## src/icache_settings.svh

```systemverilog
`ifndef ICACHE_SETTINGS_SVH
`define ICACHE_SETTINGS_SVH

// cache geometry, fixed by the 512-bit line
`define ICACHE_SETS     64
`define ICACHE_LINE_W   512
`define ICACHE_WORDS    16
`define ICACHE_WORD_W   32

// address split: tag [31:12], index [11:6], word [5:2]
`define ICACHE_TAG_W    20
`define ICACHE_IDX_W    6
`define ICACHE_WSEL_W   4
`define ICACHE_TAG_LSB  12
`define ICACHE_IDX_LSB  6
`define ICACHE_WSEL_LSB 2

// AXI response codes
`define AXI_RESP_OKAY   2'b00
`define AXI_RESP_SLVERR 2'b10

// instruction, secure, unprivileged
`define AXI_PROT_INSN   3'b100

`endif

```

## src/icache_pkg.sv

```systemverilog
package icache_pkg;

    // read address channel payload
    typedef struct packed
    {
        logic [31:0] addr;
        logic [2:0]  prot;
    } axi_ar_t;

    // read data channel payload
    typedef struct packed
    {
        logic [31:0] data;
        logic [1:0]  resp;
    } axi_r_t;

    // fetch-side controller
    typedef enum logic [2:0]
    {
        IDLE,
        LOOKUP,
        REFILL,
        INSTALL,
        RESPOND
    } ctrl_state_t;

    // line refill engine
    typedef enum logic [1:0]
    {
        R_IDLE,
        R_ADDR,
        R_DATA,
        R_DONE
    } refill_state_t;

endpackage

```

## src/icache_refill.sv

```systemverilog
`timescale 1ns/10ps
`include "icache_settings.svh"

module icache_refill (
    input  logic                       clk,
    input  logic                       nrst,
    input  logic                       start,
    input  logic [31:0]                base_addr,
    output logic                       done,
    output logic                       err,
    output logic [`ICACHE_LINE_W-1:0]  line,
    output icache_pkg::axi_ar_t        m_ar,
    output logic                       m_arvalid,
    input  logic                       m_arready,
    input  icache_pkg::axi_r_t         m_r,
    input  logic                       m_rvalid,
    output logic                       m_rready
);

    icache_pkg::refill_state_t state;
    logic [`ICACHE_WSEL_W-1:0] beat;
    logic [31:0]               base_q;

    assign m_arvalid = (state == icache_pkg::R_ADDR);
    assign m_rready  = (state == icache_pkg::R_DATA);
    assign done      = (state == icache_pkg::R_DONE);

    // one word per read, beat picks the word inside the line
    assign m_ar.addr = {base_q[31:`ICACHE_IDX_LSB], beat, 2'b00};
    assign m_ar.prot = `AXI_PROT_INSN;

    always_ff @(posedge clk or negedge nrst)
    begin
        if (!nrst)
        begin
            state <= icache_pkg::R_IDLE;
            beat  <= '0;
            err   <= 1'b0;
        end
        else
        begin
            case (state)
                icache_pkg::R_IDLE:
                begin
                    if (start)
                    begin
                        beat  <= '0;
                        err   <= 1'b0;
                        state <= icache_pkg::R_ADDR;
                    end
                end
                icache_pkg::R_ADDR:
                begin
                    if (m_arready)
                        state <= icache_pkg::R_DATA;
                end
                icache_pkg::R_DATA:
                begin
                    if (m_rvalid)
                    begin
                        if (m_r.resp != `AXI_RESP_OKAY)
                            err <= 1'b1;
                        if (beat == `ICACHE_WSEL_W'(`ICACHE_WORDS - 1))
                        begin
                            state <= icache_pkg::R_DONE;
                        end
                        else
                        begin
                            beat  <= beat + 1'b1;
                            state <= icache_pkg::R_ADDR;
                        end
                    end
                end
                default:
                    state <= icache_pkg::R_IDLE;
            endcase
        end
    end

    // line buffer and base address
    always_ff @(posedge clk)
    begin
        if (state == icache_pkg::R_IDLE && start)
            base_q <= base_addr;
        if (state == icache_pkg::R_DATA && m_rvalid)
            line[beat*`ICACHE_WORD_W +: `ICACHE_WORD_W] <= m_r.data;
    end

endmodule

```

## config.mk

```make
export PLATFORM = sky130hd
export DESIGN_NAME = icache_refill
export DESIGN_NICKNAME = d
export VERILOG_FILES = /design/src/icache_pkg.sv /design/src/icache_refill.sv
export VERILOG_INCLUDE_DIRS = /design/src
export SDC_FILE = /design/constraint.sdc
export NUM_CORES = 1
export LEC_CHECK = 0
export ABC_AREA = 1
export BUFFER_PORTS_ARGS = -buffer_cell sky130_fd_sc_hd__clkbuf_2
export CAP_MARGIN = 40
export CORE_AREA = 2 2 242 244
export CTS_CLUSTER_DIAMETER = 200
export DETAILED_ROUTE_END_ITERATION = 7
export DIE_AREA = 0 0 244 246
export HOLD_SLACK_MARGIN = 0.03
export SKIP_LAST_GASP = 1
export SYNTH_ARGS = -nofsm -noshare
export SYNTH_HDL_FRONTEND = slang
export SYNTH_SLANG_ARGS = --single-unit
```

## constraint.sdc

```tcl
create_clock -name clk -period 4.53 [get_ports clk]
set_input_delay 0.906 -clock clk [delete_from_list [all_inputs] [get_ports clk]]
set_output_delay 0.906 -clock clk [all_outputs]
set_load 0.05 [all_outputs]
```

# Yosys cells after proc, flatten, opt, wreduce, memory -nomap -nowiden
# Cells that the tools add are included.
[word_totals] word_cells=40 reg_bits=551 in_bits=71 output_inout_bits=551
[classes] eq_ne=9 n_mux=14 n_reduce_logical=8 shifts=2 addsub=2
[op_table] cell="bitwise mux 512 bit" n=1
[op_table] cell="variable shift 32 x 34 -> 512 bit, first input constant" n=1
[op_table] cell="variable part select 32 x 34 -> 512 bit" n=1
[op_table] cell="negator 9 -> 34 bit" n=1
[op_table] cell="two-way mux 4 bit" n=3
[op_table] cell="two-way mux 2 bit" n=4
[op_table] cell="case mux 4 bit (2 select lines)" n=1
[op_table] cell="AND reduction 4 bit" n=2
[op_table] cell="inequality test 2 bit, second input constant" n=3
[op_table] cell="case mux 2 bit (3 select lines)" n=1
[op_table] cell="adder 4 x 1 -> 4 bit, second input constant" n=1
[op_table] cell="== test 2 bit, second input constant" n=2
[op_table] cell="== test 4 bit, second input constant" n=1
[op_table] cell="inequality test 2 x 1 -> 1 bit, second input constant" n=2
[op_table] cell="nonzero test 2 bit" n=2
[op_table] cell="two-way mux 1 bit" n=3
[op_table] cell="AND reduction 3 bit" n=1
[op_table] cell="== test 2 x 1 -> 1 bit, second input constant" n=1
[op_table] cell="logical AND 1 bit" n=2
[op_table] cell="logical NOT 2 bit" n=1
[op_table] cell="case mux 1 bit (2 select lines)" n=1

# Longest topological paths before layout
# Gate-level depths: netlist of run 1.
[logic_depth] ltp_word=4 mapped_depth=13 depth_no_buf=8

# Least setup slack after synthesis of run 1
# Ideal clock, no wire load.
[synth_timing] path_kind="register to register" start="register beat[0] (netlist name)" end="register line[100] (enable)" arrival_time_ns=4.460 n_path_buf=5 setup_slack_ns=-0.391 setup_time_ns=0.461 path_stages_with_launch=11 period_less_slack_ns=4.921 path_cell_list="dfrtp_1 -> buf_2 -> inv_2 -> buf_4 -> buf_2 -> ha_1 -> buf_2 -> inv_2 -> clkbuf_1 -> nand4_1 -> nor3_1"
[synth_rtl] element="end signal, assigned by index" line_no="icache_refill.sv:86" rtl="line[beat*`ICACHE_WORD_W +: `ICACHE_WORD_W] <= m_r.data;"
[synth_rtl] element="end, declared" line_no="icache_refill.sv:11" rtl="output logic [`ICACHE_LINE_W-1:0] line,"

==> parameters.txt, run 1 <==
Parameter                              Value

Yosys
  Synth cell count leaders ... sky130_fd_sc_hd__edfxtp_1 (538), sky130_fd_sc_hd__nor2_1 (369), sky130_fd_sc_hd__nor3_1 (230), sky130_fd_sc_hd__inv_1 (108), sky130_fd_sc_hd__nand2_1 (92)
  Fraction of synthesized cell area in xor and xnor cells ... 0%
  Dominant combinational cell family by area after synthesis ... simple AND/OR/NAND/NOR gates
  Post-Synthesis Mean Instance Area ... 13.32 um^2
  Cell type with the largest total area after synthesis ... sky130_fd_sc_hd__edfxtp_1
  Post-synthesis instance total ... 1578
  Cell variety after synth ... 26
  Yosys top cell area share ... 76.84%
  Summed instance area of the synthesized netlist ... 21020 um^2
  Async set or reset register ratio after synthesis ... 1.284%
  Most frequently used flop master after synthesis ... sky130_fd_sc_hd__edfxtp_1
  Yosys Warn Count ... 0
  Register area share after synthesis ... 77.68%
  Library cell with the highest instance count after synthesis ... sky130_fd_sc_hd__edfxtp_1
  Synth area leaders ... sky130_fd_sc_hd__edfxtp_1 (77%), sky130_fd_sc_hd__nor2_1 (6.6%), sky130_fd_sc_hd__nor3_1 (5.5%)
  Count of flip-flops with a built-in enable after synthesis ... 538
  Portion of netlist area occupied by mux cells ... 0%
  Compound-Gate Fraction of Synth Area ... 0.2857%
  Simple-Gate Fraction of Synth Area ... 16.32%
  Total of flip-flops plus latches after synthesis ... 545
  Post-Synth Adder-Cell Area ... 0.1785%

Floorplan
  Die X-Extent ... 244 um
  Area enclosed by the die boundary ... 60020 um^2
  Core Region ... 57370 um^2
  # rows ... 88
  Vertical die dimension ... 246 um
  Number of top-level pins ... 622
  Initial standard-cell utilization of the core ... 36.65%

Drt
  DRC marker count from the first detailed-route iteration ... 1304
  Sum of routed wire length over all layers ... 80140 um
  Number of nets with antenna violations after detailed routing ... 0
  Routed vias ... 15173
  1st-pass router iterations ... 7
  Residual DRC count ... 0
  Post-detailed-route wirelength per cell ... 26.90 um
  Drt via density ... 5.093

Timing
  Shortest clock period the worst path allows after layout ... 3.542 ns
  Tightest Pin Transition ... 0.9800 ns
  Final setup violation count ... 0
  Final setup skew ... 0.01933 ns
  Worst slew margin relative to its limit ... 34.16%
  Fmax ... 0.2824 GHz
  RSZ-0062 raised after global routing ... false
  Max-slew violation count ... 0
  Hold Violations, Final ... 0
  Final period util ... 78.18%

Final layout
  Layout Cell Area excl Fill ... 26790 um^2
  Fraction of final layout cells with drive strength greater than 1 ... 34.84%
  Area used by sequential logic in the layout ... 16330 um^2
  Fillers ... 5258
  Layout Utilization ... 46.70%
  Net count of the finished layout ... 2245
  Area Overhead vs Synth ... 27.42%
  Area of the multi-input gates ... 3739 um^2

Setup path
  CP arrival ... 3.84 ns
  Setup crit end kind ... flip-flop
  Critical path start-end classification ... reg -> reg
  Gate family responsible for the most delay along the worst path ... simple AND/OR/NAND/NOR gates
  Worst path buffer plus inverter count ... 1
  Largest stage delay on the critical path ... 0.77 ns
  Critical Path, Cell by Cell ... nor3_1, ha_4, nand3_1, nor2_4, buf_4
  Crit start category ... flip-flop
  Top fanout value on the critical path ... 66
  Crit path required time ... 4.83 ns
  Highest-delay cell along the critical path ... sky130_fd_sc_hd__ha_4

Clocking
  Count of H-tree levels built during CTS ... 2
  Clock tree from TritonCTS ... built
  Post-CTS setup repair buffer count ... 0
  Number of buffers created by CTS ... 56
  Source-to-sink clock delay at the later pin of the worst-skew pair ... 0.61 ns
  Maximum root-to-sink buffer count ... 3
  Clk slew on worst S/H paths ... 0.07 ns
  Post_cts resized ... 0
  Number of sinks on the clock net ... 545
  Hold Buf Count CTS ... 0
  Root Driver ... sky130_fd_sc_hd__clkbuf_16

Place
  Area after detailed placement ... 24970 um^2
  Count of buffers inserted at the top-level ports ... 610
  Half-perimeter wire length after placement ... 58490 um
  Global placement routability congestion ... 0.8543

Power and ir drop
  Max rail drop VDD ... 0.2759 mV
  Power per cell area ... 482.1 nW/um^2
  Leakage power total ... 10.10 nW

Flow run
  Number of max-cap violations ... 0

Global routing
  Maximum number of pins on one net before global-route repair ... 127
  Overall Global Routing Usage ... 26.11%
  Global-route wire length before repair ... 110600 um
  Vias in the first global route ... 15073
  Total gr overflow ... 0
  Initial antenna violation count ... 1

Worst hold path
  Worst hold-check path type ... in -> async

Outcome
  Status ... finished, final reports clean
## final timing paths
path                       cells past startpoint  slack [ns]          to     startpoint
min                                            1        0.14     beat[0]           nrst
min in group clk                               1        0.48  base_q[19]  base_addr[19]
max reg2reg                                    5        0.99    line[72]        beat[2]
min reg2reg                                    2        0.54         err            err
max in group asynchronous                      1        4.21     beat[2]           nrst
max                                            5        0.99    line[72]        beat[2]
## power breakdown
part           internal [mW]  switching, mW  total (mW)
combinational          0.412           2.14        2.55
sequential              5.65         0.0530        5.71
clock                   2.70           1.96        4.66
## logic make-up after synthesis
family,after synthesis
flops,545
simple gates,778
buf+inv,239
other cells,2
compound gates,11
fa+ha+maj,3
## flip-flops by register name, indices dropped and copies added, names as in the netlist
name    flops
line      512
base_q     26
beat        4
err         1
state       2
## placed cells by master, fill, tap and decap left out, types with 9 or more instances in the layout
master                      instances
sky130_fd_sc_hd__clkbuf_16         57
sky130_fd_sc_hd__edfxtp_1         538
sky130_fd_sc_hd__nand4_1           71
sky130_fd_sc_hd__nand2_1           90
sky130_fd_sc_hd__clkbuf_1          11
sky130_fd_sc_hd__nor3_1           225
sky130_fd_sc_hd__nor2_4            11
sky130_fd_sc_hd__clkbuf_2         610
sky130_fd_sc_hd__nor2_1           358
sky130_fd_sc_hd__nand3_1            9
sky130_fd_sc_hd__buf_4             35
sky130_fd_sc_hd__inv_1            108
## per-stage QoR
step	cells	setup WS [ns]	hold WS (ns)	power, mW	TNS, ns
floorplan	1581	-0.3911	0.5907	7.497	-25.03
CTS	2978	0.9376	0.1017	12.99	0
detailed placement	2878	0.9498	0.5370	8.375	0
global route	2979	0.8047	0.1209	13.32	0
finish	2979	0.9884	0.1381	12.92	0
global placement	2871	0.9618	0.5163	8.295	0
## final cells by class
cell class / count / share of cell area (%)
Inverter: 115 / 1.644
Antenna cell: 1 / 0.009341
Timing Repair Buffer: 656 / 13.06
Multi-Input combinational cell: 797 / 13.96
Sequential cell: 545 / 60.96
Clock buffer: 68 / 5.479
Clock inverter: 32 / 1.317
Tap cell: 765 / 3.573
## metal layers
layer	GRT usage (%)	share of wire, %
met5	0	0
met4	8.250	3.0
met3	8.159	9.7
met2	45.50	51
met1	30.76	36
No activity file was read; power rests on OpenSTA's default activity.
==> run 2: changes to the inputs <==
--- a/config.mk
+++ b/config.mk
@@ -9,10 +9,10 @@
 export ABC_AREA = 1
 export BUFFER_PORTS_ARGS = -buffer_cell sky130_fd_sc_hd__clkbuf_2
 export CAP_MARGIN = 40
-export CORE_AREA = 2 2 242 244
+export CORE_AREA = 2 2 244 246
 export CTS_CLUSTER_DIAMETER = 200
 export DETAILED_ROUTE_END_ITERATION = 7
-export DIE_AREA = 0 0 244 246
+export DIE_AREA = 0 0 246 248
 export HOLD_SLACK_MARGIN = 0.03
 export SKIP_LAST_GASP = 1
 export SYNTH_ARGS = -nofsm -noshare
==> constraint.sdc (replaced) <==
create_clock -name clk -period 3.51 [get_ports clk]
set_input_delay 0.702 -clock clk [delete_from_list [all_inputs] [get_ports clk]]
set_output_delay 0.702 -clock clk [all_outputs]
set_load 0.05 [all_outputs]
==> run 2 against run 1 <==
Against the previous run:
- sequential cell count stayed put
- total power rose by 28%
- largest power group unchanged
- fmax rose by 22%
- largest cell class unchanged
==> parameters.txt, run 2 (synthesis gave the netlist of run 1 again) <==
Parameter                              Value

Final layout
  Layout Cell Area excl Fill ... 26890 um^2 (+0.39%)
  Area of the multi-input gates ... 3749 um^2 (+0.27%)
  Most common cell after layout, fill and taps aside ... sky130_fd_sc_hd__clkbuf_2
  Max FFs per register ... 512 (unchanged)
  Layout Utilization ... 46.00% (-0.70 points)
  Area Overhead vs Synth ... 27.91%
  Largest registers ranked by flip-flop count ... line x512, base_q x26, beat x4
  Fraction of final layout cells with drive strength greater than 1 ... 34.81% (about the same)
  Reg with most FFs ... line
  Net count of the finished layout ... 2241 (-0.18%)
  Most used cells in the layout excluding fill and tap cells ... sky130_fd_sc_hd__clkbuf_2 (610), sky130_fd_sc_hd__edfxtp_1 (538), sky130_fd_sc_hd__nor2_1 (358), sky130_fd_sc_hd__nor3_1 (225), sky130_fd_sc_hd__inv_1 (108)
  Fillers ... 5387 (+2.5%)
  Area used by sequential logic in the layout ... 16330 um^2 (about the same)

Clocking
  Clock tree from TritonCTS ... built
  Number of buffers created by CTS ... 56 (unchanged)
  Number of sinks on the clock net ... 545 (unchanged)
  Clk slew on worst S/H paths ... 0.06 ns (about the same)
  Root Driver ... sky130_fd_sc_hd__clkbuf_16
  Count of H-tree levels built during CTS ... 2 (unchanged)
  Maximum root-to-sink buffer count ... 3 (unchanged)
  Source-to-sink clock delay at the later pin of the worst-skew pair ... 0.62 ns (about the same)

Global routing
  Global-route wire length before repair ... 110000 um (-0.53%)
  Maximum number of pins on one net before global-route repair ... 129 (+1.6%)
  Overall Global Routing Usage ... 25.59% (-0.52 points)
  Initial antenna violation count ... 1 (unchanged)
  Vias in the first global route ... 15052 (-0.14%)
  Total gr overflow ... 0 (unchanged)

Floorplan
  Core Region ... 58460 um^2 (+1.9%)
  Initial standard-cell utilization of the core ... 35.96% (-0.69 points)
  Number of top-level pins ... 622 (unchanged)
  Die X-Extent ... 246 um (+0.82%)
  Area enclosed by the die boundary ... 61010 um^2 (+1.6%)
  # rows ... 89 (+1.1%)
  Vertical die dimension ... 248 um (+0.81%)

Setup path
  Critical Path, Cell by Cell ... inv_6, ha_4, nand2_1, nand2_8, nand4_1, nor2_4, buf_12
  Number of cells traversed by the worst register-to-register path ... 7 (+2)
  Top fanout value on the critical path ... 38 (-42%)
  Crit start category ... flip-flop
  Critical path start-end classification ... reg -> reg
  Highest-delay cell along the critical path ... sky130_fd_sc_hd__dfrtp_2
  Setup crit end kind ... flip-flop
  Internal reg-to-reg setup slack ... 0.61 ns (-0.38 ns)
  Crit path required time ... 3.81 ns (-1.02 ns)
  Origin of the critical flop-to-flop path ... beat[0]
  Largest stage delay on the critical path ... 0.50 ns (-0.27 ns)
  Critical R2R Capture ... line[475]
  CP arrival ... 3.20 ns (-0.64 ns)

Power and ir drop
  PnR Total Power ... 16.50 mW (+28%)
  Leakage power total ... 10.14 nW (+0.38%)
  Power per cell area ... 613.5 nW/um^2 (+27%)
  Max rail drop VDD ... 0.4236 mV (+54%)

Drt
  Number of nets with antenna violations after detailed routing ... 0 (unchanged)
  Sum of routed wire length over all layers ... 79930 um (-0.26%)
  DRC marker count from the first detailed-route iteration ... 1381 (+5.9%)
  Total met3 wirelength after detailed routing ... 6991 um (-10%)
  Wire length on met2 ... 39440 um (-3.2%)
  Routed vias ... 15102 (-0.47%)
  1st-pass router iterations ... 7 (unchanged)
  Wire length on met1 ... 30110 um (+3.0%)
  Residual DRC count ... 0 (unchanged)
  Post-detailed-route wirelength per cell ... 26.77 um (-0.50%)
  Drt via density ... 5.058 (-0.70%)
  Highest metal layer with signal wires ... met4

Worst hold path
  Worst Hold Path EP ... base_q[29]
  Worst hold stages ... 1
  Worst hold-check path type ... in -> reg
  Hold wc startpoint ... base_addr[29]

Outcome
  Status ... finished, final reports clean

Place
  Half-perimeter wire length after placement ... 57570 um (-1.6%)
  Area after detailed placement ... 25120 um^2 (+0.61%)
  Count of buffers inserted at the top-level ports ... 610 (unchanged)
  Setup slack after placement ... 0.6362 ns (-0.3136 ns)
  Global placement routability congestion ... 0.8688 (+1.7%)

Timing
  Final setup violation count ... 0 (unchanged)
  Final setup skew ... 0.01977 ns (+0.0004446 ns)
  Fmax ... 0.3450 GHz (+22%)
  Max-slew violation count ... 0 (unchanged)
  Shortest clock period the worst path allows after layout ... 2.898 ns (-0.6433 ns)
  Fin worst setup slack ... 0.6117 ns (-0.3767 ns)
  Tightest Pin Transition ... 0.9045 ns (-0.07557 ns)
  RSZ-0062 raised after global routing ... false
  Final period util ... 82.57% (+4.4 points)
  Worst slew margin relative to its limit ... 39.70% (+5.5 points)
  Hold Violations, Final ... 0 (unchanged)

Flow run
  Number of max-cap violations ... 0 (unchanged)
[run 2: cell count changes in the layout (fill, tap and decap cells not counted), moves of 3 or more]
cell | before | now
sky130_fd_sc_hd__clkinvlp_4 | 8 | 4
sky130_fd_sc_hd__clkinv_2 | 8 | 16
sky130_fd_sc_hd__clkbuf_1 | 11 | 6
sky130_fd_sc_hd__clkinv_1 | 8 | 12
sky130_fd_sc_hd__bufinv_16 | 7 | 4
sky130_fd_sc_hd__buf_4 | 35 | 19
sky130_fd_sc_hd__buf_2 | 4 | 1
sky130_fd_sc_hd__buf_12 | 4 | 20
[run 2: worst max path at each step]
stage	cells past startpoint	endpoint	slack, ns	from
floorplan	11	line[128]	-0.36	beat[0]
global placement	6	line[484]	0.68	beat[0]
detailed placement	7	line[479]	0.64	beat[0]
CTS	7	line[471]	0.62	beat[0]
global route	7	line[475]	0.50	beat[0]
finish	7	line[475]	0.61	beat[0]
[run 2: what timing repair did]
action,CTS,global route
endpoints found under the hold margin,7,0
gates resized for setup,0,0
setup buffers,0,0
hold buffers,1,0
setup endpoints to repair,0,0
[run 2: per-stage QoR]
step	setup TNS, ns	std cells	hold WS, ns
final	0	2986	0.2716
after global placement	0	2879	0.5205
after floorplan	-41.25	1581	0.4064
after CTS	0	2985	0.2399
after detailed placement	0	2881	0.5219
after global routing	0	2985	0.2480
[run 2: cell type report]
cell class,count,share of cell area (%)
Sequential cell,545,60.73
Clock buffer,63,5.388
Tap cell,773,3.597
Antenna cell,1,0.009305
Clock inverter,40,1.168
Inverter,115,1.638
Multi-Input combinational cell,797,13.94
Timing Repair Buffer,652,13.53
[run 2: metal layers]
| layer | vias up | global-route usage (%) |
|---|---|---|
| met5 | - | 0 |
| met1 | 7496 | 30.63 |
| met2 | 757 | 43.54 |
| met3 | 129 | 7.126 |
| li1 | 6720 | - |
| met4 | 0 | 10.45 |
[run 2: where the power goes]
part | total [mW] | leakage [nW] | switching (mW) | internal, mW
combinational | 3.33 | 3.93 | 2.77 | 0.561
sequential | 7.36 | 5.34 | 0.0670 | 7.29
clock | 5.81 | 0.866 | 2.55 | 3.26
total | 16.5 | 10.1 | 5.38 | 11.1
[run 2: critical path: cells and delay by family, from the launching register on]
kind	cells	cell delay (ns)
AND/OR/NAND/NOR	4	1.31
buffers and inverters	2	0.52
flip-flops	1	0.50
adder cells (fa/ha/maj)	1	0.22
==> run 3: changes to the inputs <==
--- a/config.mk
+++ b/config.mk
@@ -9,10 +9,10 @@
 export ABC_AREA = 1
 export BUFFER_PORTS_ARGS = -buffer_cell sky130_fd_sc_hd__clkbuf_2
 export CAP_MARGIN = 40
-export CORE_AREA = 2 2 244 246
+export CORE_AREA = 2 2 242 244
 export CTS_CLUSTER_DIAMETER = 200
 export DETAILED_ROUTE_END_ITERATION = 7
-export DIE_AREA = 0 0 246 248
+export DIE_AREA = 0 0 244 246
 export HOLD_SLACK_MARGIN = 0.03
 export SKIP_LAST_GASP = 1
 export SYNTH_ARGS = -nofsm -noshare
==> constraint.sdc (replaced) <==
create_clock -name clk -period 2.37 [get_ports clk]
set_input_delay 0.474 -clock clk [delete_from_list [all_inputs] [get_ports clk]]
set_output_delay 0.474 -clock clk [all_outputs]
set_load 0.05 [all_outputs]
==> run 3 against run 2 <==
Against the previous run:
- utilization up 2.2 points
- cell count rose by 2.0%
- non-clock buffer count increased by 66
- clock power grew 56%
- register-to-register slack got worse by 0.52 ns
- combinational power grew 56%
- final area rose by 2.9%
- global-route usage is 0.84 points higher
- worst setup slack got worse by 0.52 ns
- critical endpoint is now line[98]
- highest routed layer unchanged
==> parameters.txt, run 3 (synthesis gave the netlist of run 1 again) <==
Parameter                              Value

Outcome
  Status ... finished, final reports clean

Setup path
  Top fanout value on the critical path ... 32 (-16%)
  Origin of the critical flop-to-flop path ... beat[0]
  Critical path start-end classification ... reg -> reg
  Number of cells traversed by the worst register-to-register path ... 6 (-1)
  Critical R2R Capture ... line[98]
  Critical Path, Cell by Cell ... inv_6, ha_4, buf_4, nor3_1, nand2_1, nor2_1
  Crit path required time ... 2.83 ns (-0.98 ns)
  Largest stage delay on the critical path ... 0.74 ns (+0.24 ns)
  Crit start category ... flip-flop
  Setup crit end kind ... flip-flop
  Highest-delay cell along the critical path ... sky130_fd_sc_hd__nor3_1
  CP arrival ... 2.74 ns (-0.46 ns)
  Internal reg-to-reg setup slack ... 0.09 ns (-0.52 ns)

Timing
  Total negative slack for setup checks ... 0 ns (unchanged)
  Final period util ... 96.31% (+14 points)
  Hold Violations, Final ... 0 (unchanged)
  Final setup violation count ... 0 (unchanged)
  Fmax ... 0.4381 GHz (+27%)
  RSZ-0062 raised after global routing ... false
  Worst hold margin ... 0.07442 ns (-0.1972 ns)
  Tightest Pin Transition ... 0.8506 ns (-0.05392 ns)
  Shortest clock period the worst path allows after layout ... 2.283 ns (-0.6158 ns)
  Max-slew violation count ... 0 (unchanged)
  Worst slew margin relative to its limit ... 42.86% (+3.2 points)
  Final setup skew ... 0.01732 ns (-0.002450 ns)

Place
  Half-perimeter wire length after placement ... 59100 um (+2.7%)
  Global placement routability congestion ... 0.8924 (+2.7%)
  Placed Cells incl. Taps ... 2919 (+1.3%)
  Count of buffers inserted at the top-level ports ... 610 (unchanged)

Drt
  Residual DRC count ... 0 (unchanged)
  DRC marker count from the first detailed-route iteration ... 1404 (+1.7%)
  Drt via density ... 5.052 (-0.11%)
  1st-pass router iterations ... 7 (unchanged)
  Post-detailed-route wirelength per cell ... 26.69 um (-0.29%)
  Routed vias ... 15394 (+1.9%)
  Sum of routed wire length over all layers ... 81320 um (+1.7%)
  Number of nets with antenna violations after detailed routing ... 0 (unchanged)

Final layout
  Fillers ... 5144 (-4.5%)
  Net count of the finished layout ... 2308 (+3.0%)
  Area Overhead vs Synth ... 31.58%
  N_diodes ... 0 (-1)
  Max FFs per register ... 512 (unchanged)
  Fraction of final layout cells with drive strength greater than 1 ... 36.02% (+1.2 points)
  Most common cell after layout, fill and taps aside ... sky130_fd_sc_hd__clkbuf_2
  Layout Utilization ... 48.22% (+2.2 points)
  Final Non-Filler Cells ... 3047 (+2.0%)
  Most used cells in the layout excluding fill and tap cells ... sky130_fd_sc_hd__clkbuf_2 (610), sky130_fd_sc_hd__edfxtp_1 (538), sky130_fd_sc_hd__nor2_1 (357), sky130_fd_sc_hd__nor3_1 (224), sky130_fd_sc_hd__inv_1 (108)
  Area of the multi-input gates ... 3791 um^2 (+1.1%)
  Area used by sequential logic in the layout ... 16340 um^2 (about the same)
  Reg with most FFs ... line
  Largest registers ranked by flip-flop count ... line x512, base_q x26, beat x4

Worst hold path
  Worst Hold Path EP ... base_q[31]
  Worst hold stages ... 1 (unchanged)
  Worst hold-check path type ... in -> reg
  Hold wc startpoint ... base_addr[31]

Floorplan
  Initial standard-cell utilization of the core ... 36.65% (+0.69 points)
  Core Region ... 57370 um^2 (-1.9%)
  # rows ... 88 (-1.1%)
  Die X-Extent ... 244 um (-0.81%)
  Vertical die dimension ... 246 um (-0.81%)
  Number of top-level pins ... 622 (unchanged)
  Area enclosed by the die boundary ... 60020 um^2 (-1.6%)

Clocking
  Count of H-tree levels built during CTS ... 2 (unchanged)
  Clock tree from TritonCTS ... built
  Number of buffers created by CTS ... 57 (+1.8%)
  Root Driver ... sky130_fd_sc_hd__clkbuf_16
  Maximum root-to-sink buffer count ... 3 (unchanged)
  Source-to-sink clock delay at the later pin of the worst-skew pair ... 0.61 ns (about the same)
  Number of sinks on the clock net ... 545 (unchanged)
  Clk slew on worst S/H paths ... 0.06 ns (about the same)

Power and ir drop
  Leakage power total ... 10.53 nW (+3.9%)
  Max rail drop VDD ... 0.7462 mV (+76%)
  PnR Total Power ... 25.15 mW (+52%)
  Power per cell area ... 909.2 nW/um^2 (+48%)

Global routing
  Most Crowded Layer GR ... met2
  Vias in the first global route ... 15201 (+0.99%)
  Overall Global Routing Usage ... 26.43% (+0.84 points)
  Global-route wire length before repair ... 112100 um (+1.9%)
  Maximum number of pins on one net before global-route repair ... 94 (-27%)
  GR Util met1 ... 32.22% (+1.6 points)
  Initial antenna violation count ... 4 (+3)
  Total gr overflow ... 0 (unchanged)
  Met2 Usage GRT ... 47.03% (+3.5 points)
  GRT met3 Usage ... 6.155% (-0.97 points)

Flow run
  Number of max-cap violations ... 0 (unchanged)
-- run 3: cell types whose count changed in the layout (fill, tap and decap cells not counted), sizes merged --
cell	before	now
clkbuf	673	676
bufinv	4	7
clkinvlp	4	2
dlygate4sd3	1	21
diode	1	0
buf	41	87
-- run 3: how the worst max path moves through the flow --
stage / from / to / slack, ns / cells past startpoint
2_1_floorplan: beat[0] / line[100] / -0.84 / 10
3_3_place_gp: beat[0] / line[107] / -0.11 / 6
3_5_place_dp: beat[0] / line[505] / -0.004 / 7
4_1_cts: beat[0] / line[98] / 0.06 / 6
5_1_grt: beat[0] / line[510] / 0.04 / 6
6_report: beat[0] / line[98] / 0.09 / 6
-- run 3: stage by stage --
stage	worst slack [ns]	instance area (um^2)
after floorplan	-0.8390	21300
after global placement	-0.1122	25540
after detailed placement	-0.004488	25570
after CTS	0.06260	27660
after global routing	0.03890	27660
final	0.08748	27660
-- run 3: critical path: cells and delay by family, from the launching register on --
family                   cells  cell delay, ns
AND/OR/NAND/NOR              3            1.07
adder cells (fa/ha/maj)      1            0.22
buffers and inverters        2            0.37
flip-flops                   1            0.46
-- run 3: timing repair --
| item | CTS | global route |
|---|---|---|
| resized for setup | 1 | 0 |
| setup buffers | 0 | 0 |
| hold endpoints to repair | 27 | 0 |
| hold buffers | 21 | 0 |
| setup endpoints to repair | 2 | 0 |
-- run 3: metal layers --
metal | part of all wire [%] | wire length [um]
met5 | 0 | 0
met2 | 51 | 41640
met1 | 38 | 30920
met3 | 8.2 | 6656
met4 | 2.6 | 2107
-- run 3: report_power, final --
group          leakage (nW)  internal [mW]  switching, mW
clock network         0.920           5.29           3.76
logic                  4.28           1.02           4.18
registers              5.33           10.8          0.101
-- run 3: cell type report --
cell class / count / share of cell area (%)
multi-input cells: 797 / 13.70
repair buffers: 718 / 15.39
flip-flops and latches: 545 / 59.05
clock buffers: 66 / 5.432
inverters: 115 / 1.597
well taps: 765 / 3.460
clock inverters: 41 / 1.366
